$ cat src/design/id_pkg.sv
`default_nettype none

package id_pkg;

    typedef logic [31:0] word_t;
    typedef logic [4:0]  reg_addr_t;
    typedef logic [11:0] alu_op_t;
    typedef logic [2:0]  br_kind_t;

    // one-hot bit positions in alu_op_t
    localparam int ALU_ADD  = 0;
    localparam int ALU_SUB  = 1;
    localparam int ALU_SLT  = 2;
    localparam int ALU_SLTU = 3;
    localparam int ALU_AND  = 4;
    localparam int ALU_NOR  = 5;
    localparam int ALU_OR   = 6;
    localparam int ALU_XOR  = 7;
    localparam int ALU_SLL  = 8;
    localparam int ALU_SRL  = 9;
    localparam int ALU_SRA  = 10;
    localparam int ALU_LUI  = 11;

    localparam int        NUM_REGS    = 32;
    localparam reg_addr_t RA_REG      = 5'd1;
    localparam word_t     LINK_OFFSET = 32'd4;

    // major opcode, instr[31:26]
    localparam logic [5:0] OP6_ALU       = 6'h00;
    localparam logic [5:0] OP6_LU12I     = 6'h05;
    localparam logic [5:0] OP6_PCADDU12I = 6'h07;
    localparam logic [5:0] OP6_MEM       = 6'h0a;
    localparam logic [5:0] OP6_JIRL      = 6'h13;
    localparam logic [5:0] OP6_B         = 6'h14;
    localparam logic [5:0] OP6_BL        = 6'h15;
    localparam logic [5:0] OP6_BEQ       = 6'h16;
    localparam logic [5:0] OP6_BNE       = 6'h17;
    localparam logic [5:0] OP6_BLT       = 6'h18;
    localparam logic [5:0] OP6_BGE       = 6'h19;
    localparam logic [5:0] OP6_BLTU      = 6'h1a;
    localparam logic [5:0] OP6_BGEU      = 6'h1b;

    localparam br_kind_t BR_NONE   = 3'd0;
    localparam br_kind_t BR_EQ     = 3'd1;
    localparam br_kind_t BR_NE     = 3'd2;
    localparam br_kind_t BR_LT     = 3'd3;
    localparam br_kind_t BR_GE     = 3'd4;
    localparam br_kind_t BR_LTU    = 3'd5;
    localparam br_kind_t BR_GEU    = 3'd6;
    localparam br_kind_t BR_ALWAYS = 3'd7;

endpackage

`default_nettype wire
$ cat src/design/id_stage_reg.sv
`default_nettype none

module id_stage_reg (
    input  logic          clk,
    input  logic          resetn,
    input  logic          in_valid,
    input  id_pkg::word_t in_instr,
    input  id_pkg::word_t in_pc,
    input  logic          stall,
    input  logic          ex_allowin,
    input  logic          br_taken,
    output logic          allowin,
    output logic          id_valid,
    output id_pkg::word_t instr,
    output id_pkg::word_t pc
);

    assign allowin = ~id_valid | (~stall & ex_allowin);

    always_ff @(posedge clk) begin
        if (!resetn) begin
            id_valid <= 1'b0;
        end else if (br_taken) begin
            // instruction behind a taken branch is on the wrong path
            id_valid <= 1'b0;
        end else if (allowin) begin
            id_valid <= in_valid;
        end
    end

    always_ff @(posedge clk) begin
        if (in_valid && allowin) begin
            instr <= in_instr;
            pc    <= in_pc;
        end
    end

    held_while_blocked: assert property (
        @(posedge clk) disable iff (!resetn)
        id_valid && !ex_allowin |=> id_valid && $stable(instr) && $stable(pc)
    );

endmodule

`default_nettype wire

$ cat config.mk
export PLATFORM = sky130hd
export DESIGN_NAME = id_stage_reg
export DESIGN_NICKNAME = d
export VERILOG_FILES = /design/src/design/id_pkg.sv /design/src/design/id_stage_reg.sv
export SDC_FILE = /design/constraint.sdc
export NUM_CORES = 1
export LEC_CHECK = 0
export ABC_AREA = 1
export BUFFER_PORTS_ARGS = -buffer_cell sky130_fd_sc_hd__buf_2
export CAP_MARGIN = 20
export CORE_ASPECT_RATIO = 0.8
export CORE_MARGIN = 1.5
export CORE_UTILIZATION = 38
export CTS_BUF_LIST = sky130_fd_sc_hd__clkbuf_8
export DETAILED_ROUTE_END_ITERATION = 10
export GPL_ROUTABILITY_DRIVEN = 0
export PLACE_DENSITY = 0.86
export SYNTH_ARGS = -nofsm -noshare
export SYNTH_HDL_FRONTEND = slang
export SYNTH_SLANG_ARGS = --single-unit
$ cat constraint.sdc
create_clock -name clk -period 4.3 [get_ports clk]
set_clock_uncertainty 0.15 [all_clocks]
set_input_delay 0.215 -clock clk [delete_from_list [all_inputs] [get_ports clk]]
set_output_delay 0.215 -clock clk [all_outputs]
set_load 0.03 [all_outputs]
==> run_results.csv <==
group,metric,value,unit
placed_design,portBuffers,135,
sta,slew_headroom,0.4556,
setup_path,path_cells,"a21oi_4, buf_4",
sta,fin_setup_tns,0,ps
clock_tree,clk_pin_slew,70,ps
setup_path,path_buf_inv,1,
sta,final_max_slew_viol_count,0,
setup_path,crit_required,4120,ps
setup_path,path_max_fanout,38,
power_and_ir_drop,switchingPower,366.4,uW
clock_tree,worstSkewPairLatency,330,ps
placed_design,hpwl,3.210,mm
cells_and_area,fillers,307,
outcome,outcome,"completed",
sta,setup_ws,2187,ps
cells_and_area,multi_input_area,41.29,um^2
setup_path,worstPathArrival,1930,ps
setup_path,startpoint_type,"flip-flop",
synth,synth_area_leaders,"edfxtp_1 (97%), dfxtp_1 (1.0%), nand2_2 (0.63%), inv_1 (0.57%), a21oi_2 (0.44%)",
detailed_routing,first_pass_iters,5,
synth,yosys_warnings,0,
power_and_ir_drop,pwr-share-clk,0.313,
power_and_ir_drop,power.leakage,1.549,nW
detailed_routing,routedWlPerCell,16.73,um
clock_tree,cts_tree,"yes",
setup_path,crit_path_max_incr_delay,670,ps
clock_tree,cts_inserted_buffers,9,
sta,tightest_slew,814.8,ps
setup_path,slowest_stage,"a21oi_4",
cells_and_area,antenna_cells,0,
cells_and_area,fin_nets,356,
grt,grt_pass1_vias,1671,
grt,overflow,0,
placed_design,dpl_worst_slack,2071,ps
sta,finalHoldViolCount,0,
floorplanning,io_pins,136,
detailed_routing,drc_errors,0,
clock_tree,cts_sinks,65,
clock_tree,post-cts-setup-buffers,0,
sta,worst_hold_slack,80.63,ps
power_and_ir_drop,p_int,1.035,mW
synth,syn_nets,143,
sta,min_period_over_period,0.4914,
cells_and_area,drive_above_1_share,0.5326,
sta,rsz0062_at_grt,"no",
synth,yosysSeqAreaShare,0.9792,
power_and_ir_drop,p_sw_frac,0.2615,
floorplanning,die_h,67.62,um
power_and_ir_drop,seqPwrFrac,0.536,
cells_and_area,regArea,1942,um^2
synth,yosysTopAreaCell,"edfxtp_1",
grt,grt_max_degree,39,
sta,period_needed,2113,ps
worst_hold_path,hold_class,"in2reg",
detailed_routing,finalWirelength,5.907,mm
grt,gr-usage-all-layers,0.2088,
detailed_routing,vias_per_cell,4.428,
power_and_ir_drop,ir_drop,0.2726,mV
detailed_routing,via_count,1563,
clock_tree,ctsHtreeMaxLevel,3,
synth,synthDominantCellAreaShare,0.9691,
clock_tree,cts_root_buffer,"clkbuf_8",
synth,synth-seq-cells,65,
sta,fmax,473.3,MHz
run,maxCapViolCount,0,
synth,syn_area,1983,um^2
sta,setup_viol,0,
placed_design,dpl_cell_area,2755,um^2
synth,syn_area_per_cell,27.17,um^2
cells_and_area,areaGrowthSynthToFinish,80.82,%
floorplanning,die_x,83.77,um
clock_tree,cts_resized,0,
floorplanning,initial_core_util,0.3961,
setup_path,cp-end-kind,"flip-flop",
detailed_routing,antenna_left,0,
power_and_ir_drop,p_per_area,390.7,nW/um^2
clock_tree,cts_buffer_depth,2,
grt,grt_first_pass_wirelength,8.245,mm
floorplanning,core_area,5007,um^2
power_and_ir_drop,combPwrFrac,0.151,
floorplanning,fp-row-count,23,
synth,synth_cells,73,
cells_and_area,finalInstanceArea,3586,um^2
floorplanning,die-area,5664,um^2
detailed_routing,first_iter_violations,58,
setup_path,crit_type,"reg2reg",
grt,antenna_found_initial,0,
setup_path,cpLargestDelayFamily,"compound AO/OA/AOI/OAI gates",
power_and_ir_drop,total_power,1.401,mW
synth,yosys.cell_types.count,7,
[cells in the mapped netlist]
cell type / number
edfxtp_1: 64
a21oi_2: 1
dfxtp_1: 1
nand2_2: 2
a21oi_1: 1
nand2_1: 1
inv_1: 3
[area by class of cell]
class                           instances  share of cell area
Timing Repair Buffer                  202              0.3747
Sequential cell                        65              0.5415
Tap cell                               62             0.02163
Inverter                                3            0.003140
Clock buffer                            9             0.03454
Clock inverter                          7             0.01291
Multi-Input combinational cell          5             0.01151
[worst reg2reg max path: cells and delay by family, from the launching register on]
family	cells	cell delay [ps]
compound gates	1	670
flops	1	360
buf+inv	1	550
[layer usage]
layer | track usage | share of wire | vias to the layer above
met5 | 0 | 0 | -
met4 | 0.1107 | 0.026 | 0
met3 | 0.1137 | 0.090 | 12
met2 | 0.3831 | 0.54 | 98
met1 | 0.1893 | 0.35 | 741
li1 | - | - | 712
[repair_timing]
item,4_1_cts,5_1_grt
hold buffers,66,0
setup endpoints to repair,0,0
hold endpoints to repair,65,0
[registers in the layout, indices dropped and copies added, names as in the netlist]
name      cells
instr        32
pc           32
id_valid      1
[path summary, 6_finish.rpt]
| kind | from | endpoint | slack, ps | cells past startpoint |
|---|---|---|---|---|
| max | id_valid$_SDFFE_PP0P_ | instr[17]$_DFFE_PP_ | 2190 | 2 |
| min | in_valid | id_valid$_SDFFE_PP0P_ | 80 | 3 |
| max reg2reg | id_valid$_SDFFE_PP0P_ | instr[17]$_DFFE_PP_ | 2190 | 2 |
| min reg2reg | id_valid$_SDFFE_PP0P_ | id_valid$_SDFFE_PP0P_ | 420 | 2 |
[per-stage QoR]
step           instances  utilization
2_1_floorplan         73            -
3_3_place_gp         271       0.5502
3_5_place_dp         271       0.5502
4_1_cts              353       0.7161
5_1_grt              353       0.7161
6_report             353       0.7161
[power by group through the flow]
stage	Clock (mW)	Sequential [mW]	Combinational, mW
final	0.439	0.751	0.211
after global routing	0.478	0.754	0.221
after CTS	0.447	0.750	0.207
after detailed placement	0	0.763	0.160
after global placement	0	0.761	0.156
after floorplan	0	0.843	0.0138
[cell families after synthesis]
kind of cell | Yosys count | synth area share
flops | 65 | 0.9792
simple gates | 3 | 0.008199
buf+inv | 3 | 0.005678
compound gates | 2 | 0.006938
[cell usage in the layout, fill, tap and decap left out]
master | synthesis | layout
a21oi_2 | 1 | 1
a21oi_4 | 0 | 1
buf_2 | 0 | 135
buf_4 | 0 | 1
clkbuf_8 | 0 | 9
clkinv_1 | 0 | 1
clkinv_2 | 0 | 2
clkinv_4 | 0 | 1
clkinvlp_4 | 0 | 2
dfxtp_1 | 1 | 1
dlygate4sd3_1 | 0 | 66
edfxtp_1 | 64 | 64
inv_1 | 3 | 3
inv_6 | 0 | 1
nand2_1 | 1 | 1
nand2_2 | 2 | 2
Note: power is estimated with default switching activity, not from simulation.
