File: config.mk
export PLATFORM = sky130hd
export DESIGN_NAME = operand_bypass_flat
export DESIGN_NICKNAME = d
export VERILOG_FILES = /design/src/design/id_pkg.sv /design/src/design/id_dec_if.sv /design/src/design/operand_bypass.sv /design/src/design/regfile.sv /design/src/flat_wrapper.sv
export SDC_FILE = /design/constraint.sdc
export NUM_CORES = 1
export LEC_CHECK = 0
export BUFFER_PORTS_ARGS = -buffer_cell sky130_fd_sc_hd__buf_2
export CORE_MARGIN = 2
export CORE_UTILIZATION = 31
export DETAILED_ROUTE_END_ITERATION = 10
export PLACE_DENSITY = 0.43
export SLEW_MARGIN = 20
export SYNTH_ARGS = -nofsm -noshare
export SYNTH_HDL_FRONTEND = slang
export SYNTH_SLANG_ARGS = --single-unit
File: constraint.sdc
create_clock -name clk -period 6.9 [get_ports clk]
set_input_delay 1.725 -clock clk [delete_from_list [all_inputs] [get_ports clk]]
set_output_delay 1.725 -clock clk [all_outputs]
set_load 0.05 [all_outputs]
File: src/design/id_pkg.sv
`default_nettype none

package id_pkg;

    typedef logic [31:0] word_t;
    typedef logic [4:0]  reg_addr_t;
    typedef logic [11:0] alu_op_t;
    typedef logic [2:0]  br_kind_t;

    // one-hot bit positions in alu_op_t
    localparam int ALU_ADD  = 0;
    localparam int ALU_SUB  = 1;
    localparam int ALU_SLT  = 2;
    localparam int ALU_SLTU = 3;
    localparam int ALU_AND  = 4;
    localparam int ALU_NOR  = 5;
    localparam int ALU_OR   = 6;
    localparam int ALU_XOR  = 7;
    localparam int ALU_SLL  = 8;
    localparam int ALU_SRL  = 9;
    localparam int ALU_SRA  = 10;
    localparam int ALU_LUI  = 11;

    localparam int        NUM_REGS    = 32;
    localparam reg_addr_t RA_REG      = 5'd1;
    localparam word_t     LINK_OFFSET = 32'd4;

    // major opcode, instr[31:26]
    localparam logic [5:0] OP6_ALU       = 6'h00;
    localparam logic [5:0] OP6_LU12I     = 6'h05;
    localparam logic [5:0] OP6_PCADDU12I = 6'h07;
    localparam logic [5:0] OP6_MEM       = 6'h0a;
    localparam logic [5:0] OP6_JIRL      = 6'h13;
    localparam logic [5:0] OP6_B         = 6'h14;
    localparam logic [5:0] OP6_BL        = 6'h15;
    localparam logic [5:0] OP6_BEQ       = 6'h16;
    localparam logic [5:0] OP6_BNE       = 6'h17;
    localparam logic [5:0] OP6_BLT       = 6'h18;
    localparam logic [5:0] OP6_BGE       = 6'h19;
    localparam logic [5:0] OP6_BLTU      = 6'h1a;
    localparam logic [5:0] OP6_BGEU      = 6'h1b;

    localparam br_kind_t BR_NONE   = 3'd0;
    localparam br_kind_t BR_EQ     = 3'd1;
    localparam br_kind_t BR_NE     = 3'd2;
    localparam br_kind_t BR_LT     = 3'd3;
    localparam br_kind_t BR_GE     = 3'd4;
    localparam br_kind_t BR_LTU    = 3'd5;
    localparam br_kind_t BR_GEU    = 3'd6;
    localparam br_kind_t BR_ALWAYS = 3'd7;

endpackage

`default_nettype wire
File: src/design/id_dec_if.sv
`default_nettype none

interface id_dec_if;

    id_pkg::reg_addr_t raddr1;
    id_pkg::reg_addr_t raddr2;
    logic              need_r1;
    logic              need_r2;
    logic              src1_is_pc;
    logic              src2_is_imm;
    id_pkg::word_t     imm;
    id_pkg::br_kind_t  br_kind;
    id_pkg::word_t     br_offs;
    // jirl targets rj + offset
    logic              br_uses_rj;

    modport dec (
        output raddr1, raddr2, need_r1, need_r2, src1_is_pc, src2_is_imm, imm,
        output br_kind, br_offs, br_uses_rj
    );

    modport opnd (
        input raddr1, raddr2, need_r1, need_r2, src1_is_pc, src2_is_imm, imm
    );

    modport br (
        input br_kind, br_offs, br_uses_rj
    );

endinterface

`default_nettype wire

File: src/design/operand_bypass.sv
`default_nettype none

module operand_bypass (
    input  logic              clk,
    id_dec_if.opnd            dec,
    input  id_pkg::word_t     pc,
    input  logic              id_valid,
    input  logic              ex_we,
    input  id_pkg::reg_addr_t ex_waddr,
    input  id_pkg::word_t     ex_wdata,
    input  logic              ex_is_load,
    input  logic              mem_we_fwd,
    input  id_pkg::reg_addr_t mem_waddr,
    input  id_pkg::word_t     mem_wdata,
    input  logic              wb_we,
    input  id_pkg::reg_addr_t wb_waddr,
    input  id_pkg::word_t     wb_wdata,
    output id_pkg::word_t     rj_value,
    output id_pkg::word_t     rkd_value,
    output id_pkg::word_t     alu_src1,
    output id_pkg::word_t     alu_src2,
    output logic              stall
);

    id_pkg::word_t rf_rdata1;
    id_pkg::word_t rf_rdata2;

    function automatic logic hit(id_pkg::reg_addr_t ra, logic we, id_pkg::reg_addr_t wa);
        return (ra != '0) && we && (ra == wa);
    endfunction

    // youngest producer wins
    function automatic id_pkg::word_t fwd(id_pkg::reg_addr_t ra, id_pkg::word_t rf_data);
        if (hit(ra, ex_we, ex_waddr)) begin
            return ex_wdata;
        end else if (hit(ra, mem_we_fwd, mem_waddr)) begin
            return mem_wdata;
        end else if (hit(ra, wb_we, wb_waddr)) begin
            return wb_wdata;
        end
        return rf_data;
    endfunction

    regfile u_regfile (
        .clk    (clk),
        .raddr1 (dec.raddr1),
        .rdata1 (rf_rdata1),
        .raddr2 (dec.raddr2),
        .rdata2 (rf_rdata2),
        .we     (wb_we),
        .waddr  (wb_waddr),
        .wdata  (wb_wdata)
    );

    always_comb begin
        rj_value  = fwd(dec.raddr1, rf_rdata1);
        rkd_value = fwd(dec.raddr2, rf_rdata2);
    end

    // load data only ready in mem
    assign stall = id_valid & ex_is_load &
                   ((dec.need_r1 & hit(dec.raddr1, ex_we, ex_waddr)) |
                    (dec.need_r2 & hit(dec.raddr2, ex_we, ex_waddr)));

    assign alu_src1 = dec.src1_is_pc  ? pc      : rj_value;
    assign alu_src2 = dec.src2_is_imm ? dec.imm : rkd_value;

endmodule

`default_nettype wire

File: src/design/regfile.sv
`default_nettype none

module regfile (
    input  logic              clk,
    input  id_pkg::reg_addr_t raddr1,
    input  id_pkg::reg_addr_t raddr2,
    output id_pkg::word_t     rdata1,
    output id_pkg::word_t     rdata2,
    input  logic              we,
    input  id_pkg::reg_addr_t waddr,
    input  id_pkg::word_t     wdata
);

    id_pkg::word_t rf [id_pkg::NUM_REGS];

    always_ff @(posedge clk) begin
        if (we && waddr != '0) begin
            rf[waddr] <= wdata;
        end
    end

    // r0 hardwired to zero
    assign rdata1 = (raddr1 == '0) ? '0 : rf[raddr1];
    assign rdata2 = (raddr2 == '0) ? '0 : rf[raddr2];

endmodule

`default_nettype wire

File: src/flat_wrapper.sv
// flat-port wrapper written by rule: the top's interface ports become plain ports
module operand_bypass_flat 
  (clk, pc, id_valid, ex_we, ex_waddr, ex_wdata, ex_is_load, mem_we_fwd, mem_waddr, mem_wdata, wb_we, wb_waddr, wb_wdata, rj_value, rkd_value, alu_src1, alu_src2, stall, dec_raddr1, dec_raddr2, dec_need_r1, dec_need_r2, dec_src1_is_pc, dec_src2_is_imm, dec_imm);
  id_dec_if dec_i ();
  input  logic clk;
  input  id_pkg::word_t pc;
  input  logic id_valid;
  input  logic ex_we;
  input  id_pkg::reg_addr_t ex_waddr;
  input  id_pkg::word_t ex_wdata;
  input  logic ex_is_load;
  input  logic mem_we_fwd;
  input  id_pkg::reg_addr_t mem_waddr;
  input  id_pkg::word_t mem_wdata;
  input  logic wb_we;
  input  id_pkg::reg_addr_t wb_waddr;
  input  id_pkg::word_t wb_wdata;
  output id_pkg::word_t rj_value;
  output id_pkg::word_t rkd_value;
  output id_pkg::word_t alu_src1;
  output id_pkg::word_t alu_src2;
  output logic stall;
  input wire logic [$bits(dec_i.raddr1)-1:0] dec_raddr1;
  input wire logic [$bits(dec_i.raddr2)-1:0] dec_raddr2;
  input wire logic [$bits(dec_i.need_r1)-1:0] dec_need_r1;
  input wire logic [$bits(dec_i.need_r2)-1:0] dec_need_r2;
  input wire logic [$bits(dec_i.src1_is_pc)-1:0] dec_src1_is_pc;
  input wire logic [$bits(dec_i.src2_is_imm)-1:0] dec_src2_is_imm;
  input wire logic [$bits(dec_i.imm)-1:0] dec_imm;
  assign dec_i.raddr1 = dec_raddr1;
  assign dec_i.raddr2 = dec_raddr2;
  assign dec_i.need_r1 = dec_need_r1;
  assign dec_i.need_r2 = dec_need_r2;
  assign dec_i.src1_is_pc = dec_src1_is_pc;
  assign dec_i.src2_is_imm = dec_src2_is_imm;
  assign dec_i.imm = dec_imm;
  operand_bypass u_core (.clk(clk), .dec(dec_i), .pc(pc), .id_valid(id_valid), .ex_we(ex_we), .ex_waddr(ex_waddr), .ex_wdata(ex_wdata), .ex_is_load(ex_is_load), .mem_we_fwd(mem_we_fwd), .mem_waddr(mem_waddr), .mem_wdata(mem_wdata), .wb_we(wb_we), .wb_waddr(wb_waddr), .wb_wdata(wb_wdata), .rj_value(rj_value), .rkd_value(rkd_value), .alu_src1(alu_src1), .alu_src2(alu_src2), .stall(stall));
endmodule
==> key figures <==
Timing
  • Crit path time final: 6.66 ns
  • Slew @ Worst Pin: 1.08 ns
  • Peak Freq: 150 MHz
  • Worst rel slew slack: 0.278
  • Setup TNS: 0 ns
  • RSZ-0062 raised after global routing: false
  • Slew Viols, Final: 0
  • Final setup violation count: 0
  • Final WS setup: 0.237 ns
  • Fin crit share: 0.966
  • Fin. Hold Viols: 0

Clock tree
  • CTS Hold Bufs: 0
  • Post_cts resized: 0
  • Setup Buffers After CTS: 0
  • Clock-pin transition on the worst setup and hold timing paths: 0.06 ns
  • Clock root buffer: clkbuf_16
  • CTS H-tree depth: 3
  • CTS tree: built
  • TritonCTS Buffers: 116
  • Clock Sinks: 1024
  • Clock buffer depth: 3

Detailed routing
  • Drt drc: 0
  • WL per Instance: 37.4 µm
  • Total Wirelength: 216 mm
  • 1st-iter DRT viols: 3891
  • Post-route ant nets: 0
  • Drt first pass iters: 6
  • Drt via density: 5.91
  • Vias: 34.2k

Synthesis
  • YS warnings: 0
  • Synthesized flop and latch total: 1024
  • Synthesized netlist cell count: 3054
  • Post-synthesis sequential area ratio: 0.600
  • Synth cell types: 77
  • Syn avg cell area: 16.8 µm²
  • Post-synth EDFFs: 1024
  • Ys async rst share: 0
  • Top FF cell, synth: edfxtp_1
  • Synthesized area: 51200 µm²

Global route
  • GRT overflow: 0
  • Largest net degree at the start of global routing: 53
  • GRT Total Usage: 0.253
  • Vias in the first global route: 34.2k
  • Initial antenna violation count: 19
  • Global-route wire length before repair: 294 mm

Layout
  • # nets final: 3687
  • Layout cells sized above 1: 0.377
  • Most frequent cells in the layout: 1024 x edfxtp_1, 411 x mux4_2, 303 x buf_2, 188 x buf_4, 170 x nand2_1
  • Commonest non-fill, non-tap cell in the layout: edfxtp_1
  • Number of fill cells in the layout: 15.3k
  • Max FFs per register: 1024
  • Regs by FF count: u_core.u_regfile.rf: 1024 flops
  • Area delta synth->final: 18.5%
  • Design Area, Final: 60700 µm²
  • Largest Register: u_core.u_regfile.rf

Pwr
  • Pwr Density: 258 nW/µm²
  • Sw frac: 0.272
  • Logic pwr share: 0.145
  • Psw: 4.27 mW
  • VDD IR max: 232 µV
  • Clk pwr share: 0.409
  • Pleak: 20.0 nW
  • Sequential Power Share: 0.446
  • Pint: 11.4 mW
  • Power, Total: 15.7 mW

Setup path
  • Setup crit end kind: output port
  • CP startpoint kind: input port
  • Crit Path Class: input port to output port
  • Worst path arrival time: 4.94 ns
  • Crit path max fanout: 52
  • Required @ worst endpoint: 5.18 ns

Placement
  • Post-place instance area: 56800 µm²
  • HPWL after DPL: 143 mm
  • Place WS: 0.278 ns
  • GP Congestion: 0.860
  • Port-buffer cells: 323

Floorplanning
  • Initial core utilization: 0.311
  • Die height: 411 µm
  • IO Count: 324
  • Cell row count: 149
  • Die Width: 411 µm
  • Die area: 169000 µm²
  • Core Area: 165000 µm²

Job
  • Max Cap Violations: 0

Outcome
  • Status: finished, final reports clean

Worst hold path
  • Hold Crit Class: input port to flip-flop
[worst max-delay path, stage by stage]
cell	delay, ns
buf_8	0.22
buf_12	0.34
buf_12	0.35
mux4_2	0.26
nand2_1	0.05
a32oi_1	0.89
nand3_1	0.42
a31oi_1	0.27
buf_2	0.29
[metrics by stage]
stage / util / hold slack (ns) / cells
2_1_floorplan: - / 1.82 / 3085
3_3_place_gp: 0.345 / 2.11 / 5561
3_5_place_dp: 0.345 / 2.12 / 5563
4_1_cts: 0.369 / 1.34 / 5784
5_1_grt: 0.369 / 1.35 / 5788
6_report: 0.369 / 1.38 / 5789
[per-layer routing]
metal | wire [µm] | global-route usage | up-vias
met5 | 74 | 0 | -
met4 | 7580 | 0.0818 | 10
met3 | 15500 | 0.0479 | 339
met2 | 104000 | 0.417 | 1668
met1 | 89400 | 0.336 | 18400
li1 | - | - | 13800
[logic make-up after synthesis]
family,Yosys count,synth area share
compound gates,492,0.0700
xor+xnor,31,0.00530
simple gates,545,0.0513
mux,699,0.242
buf+inv,262,0.0309
other cells,1,0.0000732
flops,1024,0.600
[cell usage after synthesis, types with 5 or more instances]
master | number | area, µm²
buf_6 | 29 | 327
o22ai_2 | 5 | 62.6
buf_12 | 8 | 160
a22oi_1 | 71 | 533
or4b_1 | 5 | 50.1
nor2_1 | 105 | 394
mux4_2 | 411 | 9260
mux2_2 | 140 | 1580
nand2_1 | 170 | 638
nand4_1 | 28 | 175
a221oi_1 | 14 | 123
buf_2 | 75 | 375
mux4_1 | 6 | 158
o221ai_1 | 13 | 114
nor4_1 | 5 | 31.3
mux2i_1 | 140 | 1400
clkbuf_1 | 96 | 360
nand2b_1 | 17 | 106
o22ai_1 | 142 | 888
o21ai_0 | 34 | 170
xor2_1 | 11 | 96.3
nor2b_1 | 21 | 131
nand3_1 | 71 | 355
a31oi_1 | 79 | 494
xnor2_1 | 20 | 175
a32oi_1 | 8 | 70.1
o22a_1 | 13 | 114
o221ai_2 | 13 | 195
a2111oi_0 | 5 | 43.8
and2_1 | 21 | 131
nor3_1 | 61 | 305
a211oi_2 | 5 | 62.6
o2bb2ai_1 | 10 | 87.6
o31ai_1 | 13 | 97.6
and3_1 | 11 | 68.8
a21oi_1 | 14 | 70.1
buf_1 | 13 | 48.8
a22o_1 | 12 | 105
edfxtp_1 | 1024 | 30700
buf_4 | 30 | 225
a211oi_1 | 16 | 120
[power by group through the flow]
| stage | sequential, mW | combinational (mW) | clock (mW) |
|---|---|---|---|
| 2_1_floorplan | 7.09 | 1.34 | 0 |
| 3_3_place_gp | 7.11 | 2.27 | 0 |
| 3_5_place_dp | 7.11 | 2.27 | 0 |
| 4_1_cts | 6.98 | 2.27 | 6.53 |
| 5_1_grt | 6.99 | 2.35 | 6.75 |
| 6_report | 6.98 | 2.27 | 6.41 |
[final cells by class]
type / count / area, µm² / area share
Sequential cell: 1024 / 30700 / 0.506
Multi-Input combinational cell: 1799 / 19300 / 0.317
Timing Repair Buffer: 545 / 3980 / 0.0656
Clock buffer: 137 / 2980 / 0.0491
Tap cell: 2189 / 2740 / 0.0451
Clock inverter: 84 / 965 / 0.0159
Inverter: 6 / 22.5 / 0.000371
Antenna cell: 5 / 12.5 / 0.000206
[path summary, 6_finish.rpt]
path | startpoint | end | slack, ns | cells after the start
worst max-delay path | dec_raddr2[2] | alu_src2[11] | 0.24 | 9
worst min-delay path | wb_wdata[12] | u_core.u_regfile.rf[16][12] | 1.38 | 1
No activity file was read; power rests on OpenSTA's default activity.
