## src/design/id_pkg.sv

```systemverilog
`default_nettype none

package id_pkg;

    typedef logic [31:0] word_t;
    typedef logic [4:0]  reg_addr_t;
    typedef logic [11:0] alu_op_t;
    typedef logic [2:0]  br_kind_t;

    // one-hot bit positions in alu_op_t
    localparam int ALU_ADD  = 0;
    localparam int ALU_SUB  = 1;
    localparam int ALU_SLT  = 2;
    localparam int ALU_SLTU = 3;
    localparam int ALU_AND  = 4;
    localparam int ALU_NOR  = 5;
    localparam int ALU_OR   = 6;
    localparam int ALU_XOR  = 7;
    localparam int ALU_SLL  = 8;
    localparam int ALU_SRL  = 9;
    localparam int ALU_SRA  = 10;
    localparam int ALU_LUI  = 11;

    localparam int        NUM_REGS    = 32;
    localparam reg_addr_t RA_REG      = 5'd1;
    localparam word_t     LINK_OFFSET = 32'd4;

    // major opcode, instr[31:26]
    localparam logic [5:0] OP6_ALU       = 6'h00;
    localparam logic [5:0] OP6_LU12I     = 6'h05;
    localparam logic [5:0] OP6_PCADDU12I = 6'h07;
    localparam logic [5:0] OP6_MEM       = 6'h0a;
    localparam logic [5:0] OP6_JIRL      = 6'h13;
    localparam logic [5:0] OP6_B         = 6'h14;
    localparam logic [5:0] OP6_BL        = 6'h15;
    localparam logic [5:0] OP6_BEQ       = 6'h16;
    localparam logic [5:0] OP6_BNE       = 6'h17;
    localparam logic [5:0] OP6_BLT       = 6'h18;
    localparam logic [5:0] OP6_BGE       = 6'h19;
    localparam logic [5:0] OP6_BLTU      = 6'h1a;
    localparam logic [5:0] OP6_BGEU      = 6'h1b;

    localparam br_kind_t BR_NONE   = 3'd0;
    localparam br_kind_t BR_EQ     = 3'd1;
    localparam br_kind_t BR_NE     = 3'd2;
    localparam br_kind_t BR_LT     = 3'd3;
    localparam br_kind_t BR_GE     = 3'd4;
    localparam br_kind_t BR_LTU    = 3'd5;
    localparam br_kind_t BR_GEU    = 3'd6;
    localparam br_kind_t BR_ALWAYS = 3'd7;

endpackage

`default_nettype wire
```

## src/design/id_dec_if.sv

```systemverilog
`default_nettype none

interface id_dec_if;

    id_pkg::reg_addr_t raddr1;
    id_pkg::reg_addr_t raddr2;
    logic              need_r1;
    logic              need_r2;
    logic              src1_is_pc;
    logic              src2_is_imm;
    id_pkg::word_t     imm;
    id_pkg::br_kind_t  br_kind;
    id_pkg::word_t     br_offs;
    // jirl targets rj + offset
    logic              br_uses_rj;

    modport dec (
        output raddr1, raddr2, need_r1, need_r2, src1_is_pc, src2_is_imm, imm,
        output br_kind, br_offs, br_uses_rj
    );

    modport opnd (
        input raddr1, raddr2, need_r1, need_r2, src1_is_pc, src2_is_imm, imm
    );

    modport br (
        input br_kind, br_offs, br_uses_rj
    );

endinterface

`default_nettype wire

```

## src/design/branch_unit.sv

```systemverilog
`default_nettype none

module branch_unit (
    id_dec_if.br          dec,
    input  id_pkg::word_t pc,
    input  id_pkg::word_t rj_value,
    input  id_pkg::word_t rkd_value,
    input  logic          fire,
    output logic          br_taken,
    output id_pkg::word_t br_target
);

    logic cond;

    wire eq   = (rj_value == rkd_value);
    wire lt_s = ($signed(rj_value) < $signed(rkd_value));
    wire lt_u = (rj_value < rkd_value);

    always_comb begin
        case (dec.br_kind)
            id_pkg::BR_EQ:     cond = eq;
            id_pkg::BR_NE:     cond = ~eq;
            id_pkg::BR_LT:     cond = lt_s;
            id_pkg::BR_GE:     cond = ~lt_s;
            id_pkg::BR_LTU:    cond = lt_u;
            id_pkg::BR_GEU:    cond = ~lt_u;
            id_pkg::BR_ALWAYS: cond = 1'b1;
            default:           cond = 1'b0;
        endcase
    end

    // only redirect fetch on the hand-off cycle
    assign br_taken  = fire & cond;
    assign br_target = (dec.br_uses_rj ? rj_value : pc) + dec.br_offs;

endmodule

`default_nettype wire

```

## src/flat_wrapper.sv

```systemverilog
// flat-port wrapper written by rule: the top's interface ports become plain ports
module branch_unit_flat 
  (pc, rj_value, rkd_value, fire, br_taken, br_target, dec_br_kind, dec_br_offs, dec_br_uses_rj);
  id_dec_if dec_i ();
  input  id_pkg::word_t pc;
  input  id_pkg::word_t rj_value;
  input  id_pkg::word_t rkd_value;
  input  logic fire;
  output logic br_taken;
  output id_pkg::word_t br_target;
  input wire logic [$bits(dec_i.br_kind)-1:0] dec_br_kind;
  input wire logic [$bits(dec_i.br_offs)-1:0] dec_br_offs;
  input wire logic [$bits(dec_i.br_uses_rj)-1:0] dec_br_uses_rj;
  assign dec_i.br_kind = dec_br_kind;
  assign dec_i.br_offs = dec_br_offs;
  assign dec_i.br_uses_rj = dec_br_uses_rj;
  branch_unit u_core (.dec(dec_i), .pc(pc), .rj_value(rj_value), .rkd_value(rkd_value), .fire(fire), .br_taken(br_taken), .br_target(br_target));
endmodule
```

## config.mk

```make
export PLATFORM = sky130hd
export DESIGN_NAME = branch_unit_flat
export DESIGN_NICKNAME = d
export VERILOG_FILES = /design/src/design/id_pkg.sv /design/src/design/id_dec_if.sv /design/src/design/branch_unit.sv /design/src/flat_wrapper.sv
export SDC_FILE = /design/constraint.sdc
export NUM_CORES = 1
export LEC_CHECK = 0
export BUFFER_PORTS_ARGS = -buffer_cell sky130_fd_sc_hd__buf_2
export CELL_PAD_IN_SITES_DETAIL_PLACEMENT = 1
export CELL_PAD_IN_SITES_GLOBAL_PLACEMENT = 2
export CORE_MARGIN = 2
export CORE_UTILIZATION = 21
export DETAILED_ROUTE_END_ITERATION = 7
export PLACE_DENSITY = 0.82
export SYNTH_ARGS = -nofsm -noshare
export SYNTH_HDL_FRONTEND = slang
export SYNTH_SLANG_ARGS = --single-unit
```

## constraint.sdc

```tcl
create_clock -name vclk -period 3.6
set_input_delay 0.18 -clock vclk [all_inputs]
set_output_delay 0.18 -clock vclk [all_outputs]
set_load 0.01 [all_outputs]
```

==> impl_metrics.py, run 1 <==
metrics = {
    "critical_path": {
        "worst_path_max_delay_cell": "a221o_1",
        "cp.depth": 14,
        "crit_chain": "buf_6 > buf_12 > mux2_2 > ha_4 > nor2b_1 > o31a_1 > nor3_2 > o31a_2 > o211ai_1 > a21o_1 > a221o_1 > a311oi_2 > xnor2_1 > buf_2",
        "cp_data_arrival_time_ns": 3.28,
        "critPathCaptureType": "output port",
        "required_ns": 3.42,
        "start_kind": "primary input",
        "crit_type": "primary input to output port",
        "max_stage_delay_ns": 0.39,
        "critPathBufInv": 3,
        "critPathTopFamily": "compound AO/OA/AOI/OAI gates",
        "crit_fanout": 8,
    },
    "run": {
        "maxCapViolations": 0,
    },
    "die": {
        "num_rows": 41,
        "die_h_um": 118,
        "start_util_pct": 21.6,
        "die_x_um": 118,
        "die_area_um2": 13900,
        "core_um2": 12600,
        "io_pins": 166,
    },
    "placement": {
        "dpl_worst_slack_ns": -0.0277,
        "io_buffers": 166,
        "place_area_um2": 3910,
        "place_congestion": 0.832,
        "dpl.hpwl_um": 9970,
    },
    "sta": {
        "finalWorstSetupSlack_ns": 0.142,
        "final.setup.tns_ns": 0,
        "fmax_mhz": 289,
        "fin_crit_sh_pct": 96.0,
        "rsz0062_at_grt": "yes",
        "tightest_slew_ns": 0.587,
        "slew_headroom_pct": 60.5,
        "setup_violations": 0,
        "final-hold-violation-count": 0,
        "slew_violations": 0,
        "period_needed_ns": 3.46,
        "whs_ns": 0.684,
    },
    "synth": {
        "yosysTopAreaCellShare_pct": 28.9,
        "netlist_area_um2": 2730,
        "syn_inst": 352,
        "yosysTopAreaCell": "ha_1",
        "synth_common_cells": "ha_1, inv_1, mux2_2, a21oi_1, a21o_1",
        "syn_nets": 549,
        "synth.distinct_cells": 48,
        "yosys_warnings": 0,
        "seq_area_frac_synth_pct": 0,
        "yosysMostFrequentCell": "ha_1",
        "synth_area_leaders": "ha_1, mux2_2, a21o_1, xnor2_1, inv_1",
        "avgSynthCellArea_um2": 7.74,
    },
    "routing": {
        "drt_iter0_drc": 89,
        "avgRoutedWirePerCell_um": 15.7,
        "vias": 3357,
        "drcViolationCount": 0,
        "viasPerCell": 4.70,
        "ant_nets": 0,
        "firstDrtPassIters": 4,
        "met2_length_um": 5690,
        "wl_met3_um": 476,
        "routed_wl_um": 11200,
        "wirelength_met1_um": 4880,
        "maxUsedRoutingLayer": "met4",
    },
    "final_layout": {
        "n_sequential_cell": 0,
        "n_clock_buffer": 0,
        "ff_latch_area_um2": 0,
        "nets": 741,
        "drive_above_1_share_pct": 45.0,
        "antennaDiodeCount": 0,
        "design_area_um2": 4080,
        "synthToLayoutAreaGrowth_pct": 49.9,
    },
    "run_status": {
        "status": "completed",
    },
    "global_route": {
        "grt_use_total_pct": 15.3,
        "grt_pass1_wl_um": 18000,
        "grt_overflow": 0,
        "antenna_found_initial": 0,
        "grt_max_degree": 23,
        "first_global_vias": 3720,
    },
    "cts": {
        "ctsHoldBuffers": 0,
    },
    "power": {
        "total_power_mw": 0.803,
        "p_per_area_nw_per_um2": 197,
        "max-vdd-ir-drop_mv": 0.0833,
        "p_leak_nw": 2.23,
    },
    "worst_hold_path": {
        "hold_path_class": "primary input to output port",
        "min-delay-start": "fire",
        "hold_depth": 4,
        "min_to": "br_taken",
    },
}
repair_timing:
item,in CTS,in global routing
cloned,0,1
pin swaps,5,13
endpoints found under the setup margin,2,6
resized for setup,5,9
buffers inserted,8,3
endpoints found under the hold margin,0,0
layout by cell type, fill, tap and decap left out, types with 5 or more instances in the layout:
cell type	Yosys	routed
buf_4	0	27
nor2_1	17	17
a21o_1	27	27
xnor2_1	22	22
o21a_1	6	6
xor2_1	7	7
a21oi_1	29	28
nor2b_1	7	7
nand4_1	13	13
a31oi_1	6	5
inv_1	44	43
mux2_2	30	29
buf_2	0	165
o21ai_0	11	10
ha_1	63	60
nand2_1	10	10
metal layers:
layer,vias to the layer above,GRT usage (%)
li1,1687,-
met1,1574,18.3
met2,84,29.7
met3,12,1.99
met4,0,1.73
met5,-,0
cells by family (layout without fill, tap and decap cells):
group | count (synthesis) | count (layout) | share of synthesized area (%)
AO/OA/AOI/OAI | 109 | 109 | 27.4
XOR/XNOR | 29 | 29 | 9.32
adder cells (fa/ha/maj) | 64 | 64 | 29.7
buffers and inverters | 50 | 240 | 6.93
multiplexers | 33 | 33 | 13.5
AND/OR/NAND/NOR | 67 | 67 | 13.2
power by group:
part | switching [mW] | internal [mW]
clock | 0 | 0
combinational | 0.412 | 0.390
sequential | 0 | 0
worst max path at each step:
stage	startpoint	endpoint
finish	dec_br_uses_rj	br_target[30]
global route	dec_br_uses_rj	br_target[21]
CTS	dec_br_uses_rj	br_target[31]
detailed placement	dec_br_uses_rj	br_target[30]
global placement	dec_br_uses_rj	br_target[30]
floorplan	dec_br_uses_rj	br_target[29]
cell type report:
cell class	instances	area, um2
well taps	172	215
multi-input cells	302	2600
inverters	44	165
repair buffers	196	1100
fillers	1628	8540
through the flow:
stage	std cells	util, %
2_1_floorplan	352	-
3_3_place_gp	702	31.0
3_5_place_dp	702	31.0
4_1_cts	710	31.6
5_1_grt	714	32.4
6_report	714	32.4
Note: power is estimated with default switching activity, not from simulation.
==> inputs of run 2 (changes only) <==
--- a/config.mk
+++ b/config.mk
@@ -5,13 +5,14 @@
 export SDC_FILE = /design/constraint.sdc
 export NUM_CORES = 1
 export LEC_CHECK = 0
+export ABC_AREA = 1
 export BUFFER_PORTS_ARGS = -buffer_cell sky130_fd_sc_hd__buf_2
 export CELL_PAD_IN_SITES_DETAIL_PLACEMENT = 1
 export CELL_PAD_IN_SITES_GLOBAL_PLACEMENT = 2
 export CORE_MARGIN = 2
 export CORE_UTILIZATION = 21
 export DETAILED_ROUTE_END_ITERATION = 7
-export PLACE_DENSITY = 0.82
+export PLACE_DENSITY = 0.81
 export SYNTH_ARGS = -nofsm -noshare
 export SYNTH_HDL_FRONTEND = slang
 export SYNTH_SLANG_ARGS = --single-unit
==> run 2 against run 1 <==
Net effect: power is 6.9% higher; combinational power is 6.8% higher; sequential share of layout area stayed put; critical path type unchanged.
==> impl_metrics.py, run 2 <==
metrics = {
    "run_status": {
        "status": "completed",
    },
    "critical_path": {
        "critPathCaptureType": "output port",
        "crit_type": "primary input to output port",
        "cp_data_arrival_time_ns": 2.79,
        "start_kind": "primary input",
        "crit_fanout": 18,
        "required_ns": 3.42,
    },
    "routing": {
        "drcViolationCount": 0,
        "drt_iter0_drc": 103,
        "vias": 3858,
        "firstDrtPassIters": 4,
        "viasPerCell": 4.52,
        "ant_nets": 0,
        "avgRoutedWirePerCell_um": 14.8,
        "routed_wl_um": 12600,
    },
    "sta": {
        "rsz0062_at_grt": "no",
        "setup_violations": 0,
        "fin_crit_sh_pct": 82.6,
        "fmax_mhz": 336,
        "slew_headroom_pct": 77.4,
        "final-hold-violation-count": 0,
        "tightest_slew_ns": 0.336,
        "slew_violations": 0,
        "final.setup.tns_ns": 0,
        "period_needed_ns": 2.97,
    },
    "synth": {
        "synthSimpleGateAreaFrac_pct": 25.7,
        "avgSynthCellArea_um2": 6.46,
        "yosysMostFrequentCell": "nand2_1",
        "yosysTopAreaCellShare_pct": 24.4,
        "syn_nets": 698,
        "synth-compound-area-share_pct": 20.2,
        "synthAdderAreaFrac_pct": 25.0,
        "netlist_area_um2": 3240,
        "yosys_warnings": 0,
        "synth_common_cells": "nand2_1, inv_1, ha_1, a21oi_1, nor2_1",
        "synth_top_family_by_area": "simple AND/OR/NAND/NOR gates",
        "synth.distinct_cells": 39,
        "muxShareOfSynthArea_pct": 10.4,
        "synth_area_leaders": "ha_1, nand2_1, mux2_2, inv_1, a21oi_1",
        "syn_inst": 501,
        "seq_area_frac_synth_pct": 0,
        "synth_xor_area_share_pct": 8.12,
        "yosysTopAreaCell": "ha_1",
    },
    "die": {
        "die_area_um2": 16400,
        "start_util_pct": 21.4,
        "die_x_um": 128,
        "die_h_um": 128,
        "io_pins": 166,
        "num_rows": 45,
        "core_um2": 15100,
    },
    "worst_hold_path": {
        "hold_depth": 4,
        "min_to": "br_taken",
        "min-delay-start": "fire",
        "hold_path_class": "primary input to output port",
    },
    "power": {
        "p_per_area_nw_per_um2": 199,
        "max-vdd-ir-drop_mv": 0.0836,
        "p_leak_nw": 2.38,
    },
    "cts": {
        "ctsHoldBuffers": 0,
        "cts_setup_buffers": 0,
        "ctsResizeCount": 0,
    },
    "placement": {
        "io_buffers": 166,
        "place_congestion": 0.806,
        "dpl.hpwl_um": 11700,
    },
    "global_route": {
        "grt_max_degree": 19,
        "grt_pass1_wl_um": 19900,
        "grt_use_total_pct": 14.8,
        "antenna_found_initial": 0,
        "first_global_vias": 4144,
        "grt_overflow": 0,
    },
    "final_layout": {
        "n_clock_buffer": 0,
        "final_common_cell": "buf_2",
        "ff_latch_area_um2": 0,
        "drive_above_1_share_pct": 35.6,
        "nets": 864,
        "antennaDiodeCount": 0,
        "n_sequential_cell": 0,
        "synthToLayoutAreaGrowth_pct": 33.2,
        "post-route-util_pct": 28.5,
        "final_cell_mix": "buf_2, nand2_1, inv_1",
    },
    "run": {
        "maxCapViolations": 0,
    },
}
==> run 2: cell count changes in the layout (fill, tap and decap cells not counted), moves of 7 or more <==
cell,delta
nand2_2,+10
nand2_1,+84
o21ai_1,+7
xnor2_1,-13
a21oi_1,+18
buf_4,-26
xor2_1,+14
inv_1,+36
nor2_1,+17
nand3_1,+19
nand4_1,-7
a21o_1,-22
==> run 2: worst max-delay path by stage <==
stage / slack, ns / endpoint / from
CTS: 0.57 / br_target[30] / dec_br_uses_rj
global placement: 0.61 / br_target[30] / dec_br_uses_rj
global route: 0.39 / br_target[30] / dec_br_uses_rj
finish: 0.63 / br_target[21] / dec_br_uses_rj
detailed placement: 0.59 / br_target[30] / dec_br_uses_rj
floorplan: 1.09 / br_target[28] / dec_br_uses_rj
==> run 2: cell families (layout without fill, tap and decap cells) <==
| kind of cell | after synthesis | count (layout) |
|---|---|---|
| AO/OA/AOI/OAI | 102 | 102 |
| XOR/XNOR | 30 | 30 |
| adder cells (fa/ha/maj) | 64 | 64 |
| buffers and inverters | 90 | 254 |
| multiplexers | 30 | 30 |
| AND/OR/NAND/NOR | 185 | 185 |
==> run 2: stage by stage <==
stage               std cells  instance area [um2]  setup slack [ns]  power, mW  hold WS (ns)
finish                    853                 4310             0.627      0.858         0.654
global route              853                 4310             0.391      0.965         0.669
CTS                       853                 4310             0.575      0.874         0.658
detailed placement        853                 4310             0.587      0.868         0.656
global placement          853                 4310             0.608      0.861         0.654
floorplan                 501                 3240              1.09      0.535         0.447
==> run 2: final cells by class <==
| class | count | area, um2 |
|---|---|---|
| multi-input cells | 411 | 2890 |
| fillers | 1988 | 10800 |
| repair buffers | 168 | 858 |
| inverters | 86 | 323 |
| well taps | 188 | 235 |
==> run 2: worst max-delay path, stage by stage <==
cell and delay [ns]:
buf_2 0.30, buf_12 0.21, mux2_2 0.35, ha_1 0.34, a21oi_1 0.19, nand2_2 0.11
a21oi_2 0.26, o21ai_2 0.14, nand2_1 0.07, nand2_1 0.11, a21oi_2 0.17, xnor2_1 0.17
buf_2 0.17
==> run 2: power by group <==
group	switching, mW	internal, mW	leakage, nW
Combinational	0.506	0.352	2.38
Clock	0	0	0
Sequential	0	0	0
Total	0.506	0.352	2.38
==> run 2: per-layer routing <==
metal  wire (um)  track usage (%)
met1        5940             19.7
met2        6090             27.8
met3         514            0.751
met4          51            0.517
met5           0                0
==> inputs of run 3 (changes only) <==
--- a/config.mk
+++ b/config.mk
@@ -5,14 +5,14 @@
 export SDC_FILE = /design/constraint.sdc
 export NUM_CORES = 1
 export LEC_CHECK = 0
-export ABC_AREA = 1
+export ABC_AREA = 0
 export BUFFER_PORTS_ARGS = -buffer_cell sky130_fd_sc_hd__buf_2
 export CELL_PAD_IN_SITES_DETAIL_PLACEMENT = 1
 export CELL_PAD_IN_SITES_GLOBAL_PLACEMENT = 2
 export CORE_MARGIN = 2
-export CORE_UTILIZATION = 21
+export CORE_UTILIZATION = 23
 export DETAILED_ROUTE_END_ITERATION = 7
-export PLACE_DENSITY = 0.81
+export PLACE_DENSITY = 0.85
 export SYNTH_ARGS = -nofsm -noshare
 export SYNTH_HDL_FRONTEND = slang
 export SYNTH_SLANG_ARGS = --single-unit
==> constraint.sdc (replaced) <==
create_clock -name vclk -period 3
set_input_delay 0.15 -clock vclk [all_inputs]
set_output_delay 0.15 -clock vclk [all_outputs]
set_load 0.01 [all_outputs]
==> run 3 against run 2 <==
Net effect: the run now ends with setup timing left; power grew 36%; combinational power grew 35%; non-clock buffer count grew 81; cell count shrank 13%; via count shrank 7.0%; worst setup slack lost 0.93 ns; count of clock-buffer cells in the layout is the same; sequential share of layout area is the same; global-route usage grew 3.3 points; flip-flop and latch count is the same; worst hold slack lost 0.033 ns; core utilization grew 13 points; critical endpoint is now br_target[30]; largest power group unchanged.
==> impl_metrics.py, run 3 (synthesis results as in run 1) <==
metrics = {
    "placement": {
        "place_congestion": 0.910,
        "io_buffers": 166,
        "place_inst": 725,
        "dpl.hpwl_um": 10400,
    },
    "routing": {
        "maxUsedRoutingLayer": "met4",
        "ant_nets": 0,
        "wl_met3_um": 444,
        "drcViolationCount": 0,
        "vias": 3589,
        "firstDrtPassIters": 4,
        "routed_wl_um": 11900,
        "wirelength_met1_um": 4900,
        "avgRoutedWirePerCell_um": 16.2,
        "met2_length_um": 6390,
        "viasPerCell": 4.86,
        "drt_iter0_drc": 79,
    },
    "final_layout": {
        "nets": 794,
        "fin_cells": 739,
        "n_sequential_cell": 0,
        "final_cell_mix": "buf_2, buf_4, ha_1",
        "final_common_cell": "buf_2",
        "drive_above_1_share_pct": 53.9,
        "post-route-util_pct": 41.3,
        "synthToLayoutAreaGrowth_pct": 73.9,
        "ff_latch_area_um2": 0,
        "n_clock_buffer": 0,
    },
    "sta": {
        "fin_crit_sh_pct": 110,
        "rsz0062_at_grt": "yes",
        "fmax_mhz": 303,
        "tightest_slew_ns": 0.623,
        "slew_headroom_pct": 58.0,
        "slew_violations": 0,
        "final-hold-violation-count": 0,
        "finalWorstSetupSlack_ns": -0.304,
        "final.setup.tns_ns": -1.50,
        "period_needed_ns": 3.30,
        "setup_violations": 8,
    },
    "worst_hold_path": {
        "hold_path_class": "primary input to output port",
    },
    "critical_path": {
        "crit_type": "primary input to output port",
        "cp_data_arrival_time_ns": 3.15,
        "crit_fanout": 7,
        "crit_path_frequent_cell": "buf_12",
        "critPathBufInv": 3,
        "critPathTopFamily": "compound AO/OA/AOI/OAI gates",
        "required_ns": 2.85,
        "crit_chain": "buf_12 > buf_12 > mux2_4 > ha_4 > nor2b_2 > o31a_1 > nor3_4 > o31a_4 > o211ai_1 > a21o_1 > a221o_1 > a311oi_2 > xnor2_1 > buf_2",
        "start_kind": "primary input",
        "critPathCaptureType": "output port",
        "worst_path_max_delay_cell": "a221o_1",
        "max_stage_delay_ns": 0.41,
    },
    "die": {
        "die_area_um2": 12700,
        "start_util_pct": 23.8,
        "io_pins": 166,
        "die_x_um": 113,
        "core_um2": 11500,
        "die_h_um": 113,
        "num_rows": 39,
    },
    "cts": {
        "ctsHoldBuffers": 0,
    },
    "global_route": {
        "grt_pass1_wl_um": 19100,
        "antenna_found_initial": 1,
        "grt_overflow": 0,
        "grt_max_degree": 10,
        "first_global_vias": 3941,
        "grt_use_total_pct": 18.1,
    },
    "run_status": {
        "status": "complete, but fails checks",
        "violations": "setup timing",
    },
    "power": {
        "total_power_mw": 1.16,
        "p_leak_nw": 2.57,
        "max-vdd-ir-drop_mv": 0.126,
        "p_per_area_nw_per_um2": 246,
    },
    "run": {
        "maxCapViolations": 0,
    },
}
## run 3: changes by cell type in the layout (fill, tap and decap cells not counted), moves of 14 or more
cell     previous run  this run
inv_1              79        44
nand2_1            94        10
a21o_1              5        27
nor2_1             34        16
xor2_1             21         7
nand3_1            21         2
a21oi_1            46        25
buf_4               1        77
## run 3: area by class of cell
| cell class | instances | area (um2) |
|---|---|---|
| timing repair buffer | 249 | 1520 |
| antenna | 1 | 2.50 |
| tap | 143 | 179 |
| fill | 1431 | 6730 |
| inverter | 44 | 165 |
| multi-input combinational | 302 | 2880 |
## run 3: worst paths after layout
| path | slack, ns | start | to | cells after the start |
|---|---|---|---|---|
| max | -0.30 | dec_br_uses_rj | br_target[30] | 14 |
| min | 0.62 | fire | br_taken | 4 |
## run 3: layer usage
layer | vias to the layer above | GRT usage, %
li1 | 1787 | -
met1 | 1698 | 21.4
met2 | 88 | 36.1
met3 | 16 | 1.29
met4 | 0 | 2.44
met5 | - | 0
## run 3: what timing repair did
action / CTS / global route
buffers inserted: 13 / 6
gates cloned: 1 / 0
endpoints found under the setup margin: 16 / 14
resized for setup: 26 / 17
pin swaps: 17 / 17
## run 3: per-stage QoR
step                      hold slack [ns]  setup slack (ns)  cell area [um2]
after global routing                0.646            -0.443             4740
after floorplan                     0.403            -0.107             2930
after global placement              0.615            -0.379             4400
final                               0.620            -0.304             4740
after CTS                           0.622            -0.247             4640
after detailed placement            0.618            -0.513             4400
## run 3: where the power goes
| part | switching [mW] | leakage [nW] | internal (mW) |
|---|---|---|---|
| Combinational | 0.556 | 2.57 | 0.609 |
| Sequential | 0 | 0 | 0 |
| Clock | 0 | 0.00000634 | 0.0000000446 |
## run 3: worst min-delay path, cell delays in order
cell     delay, ns
buf_2         0.10
o31ai_1       0.05
a21oi_1       0.04
buf_2         0.13
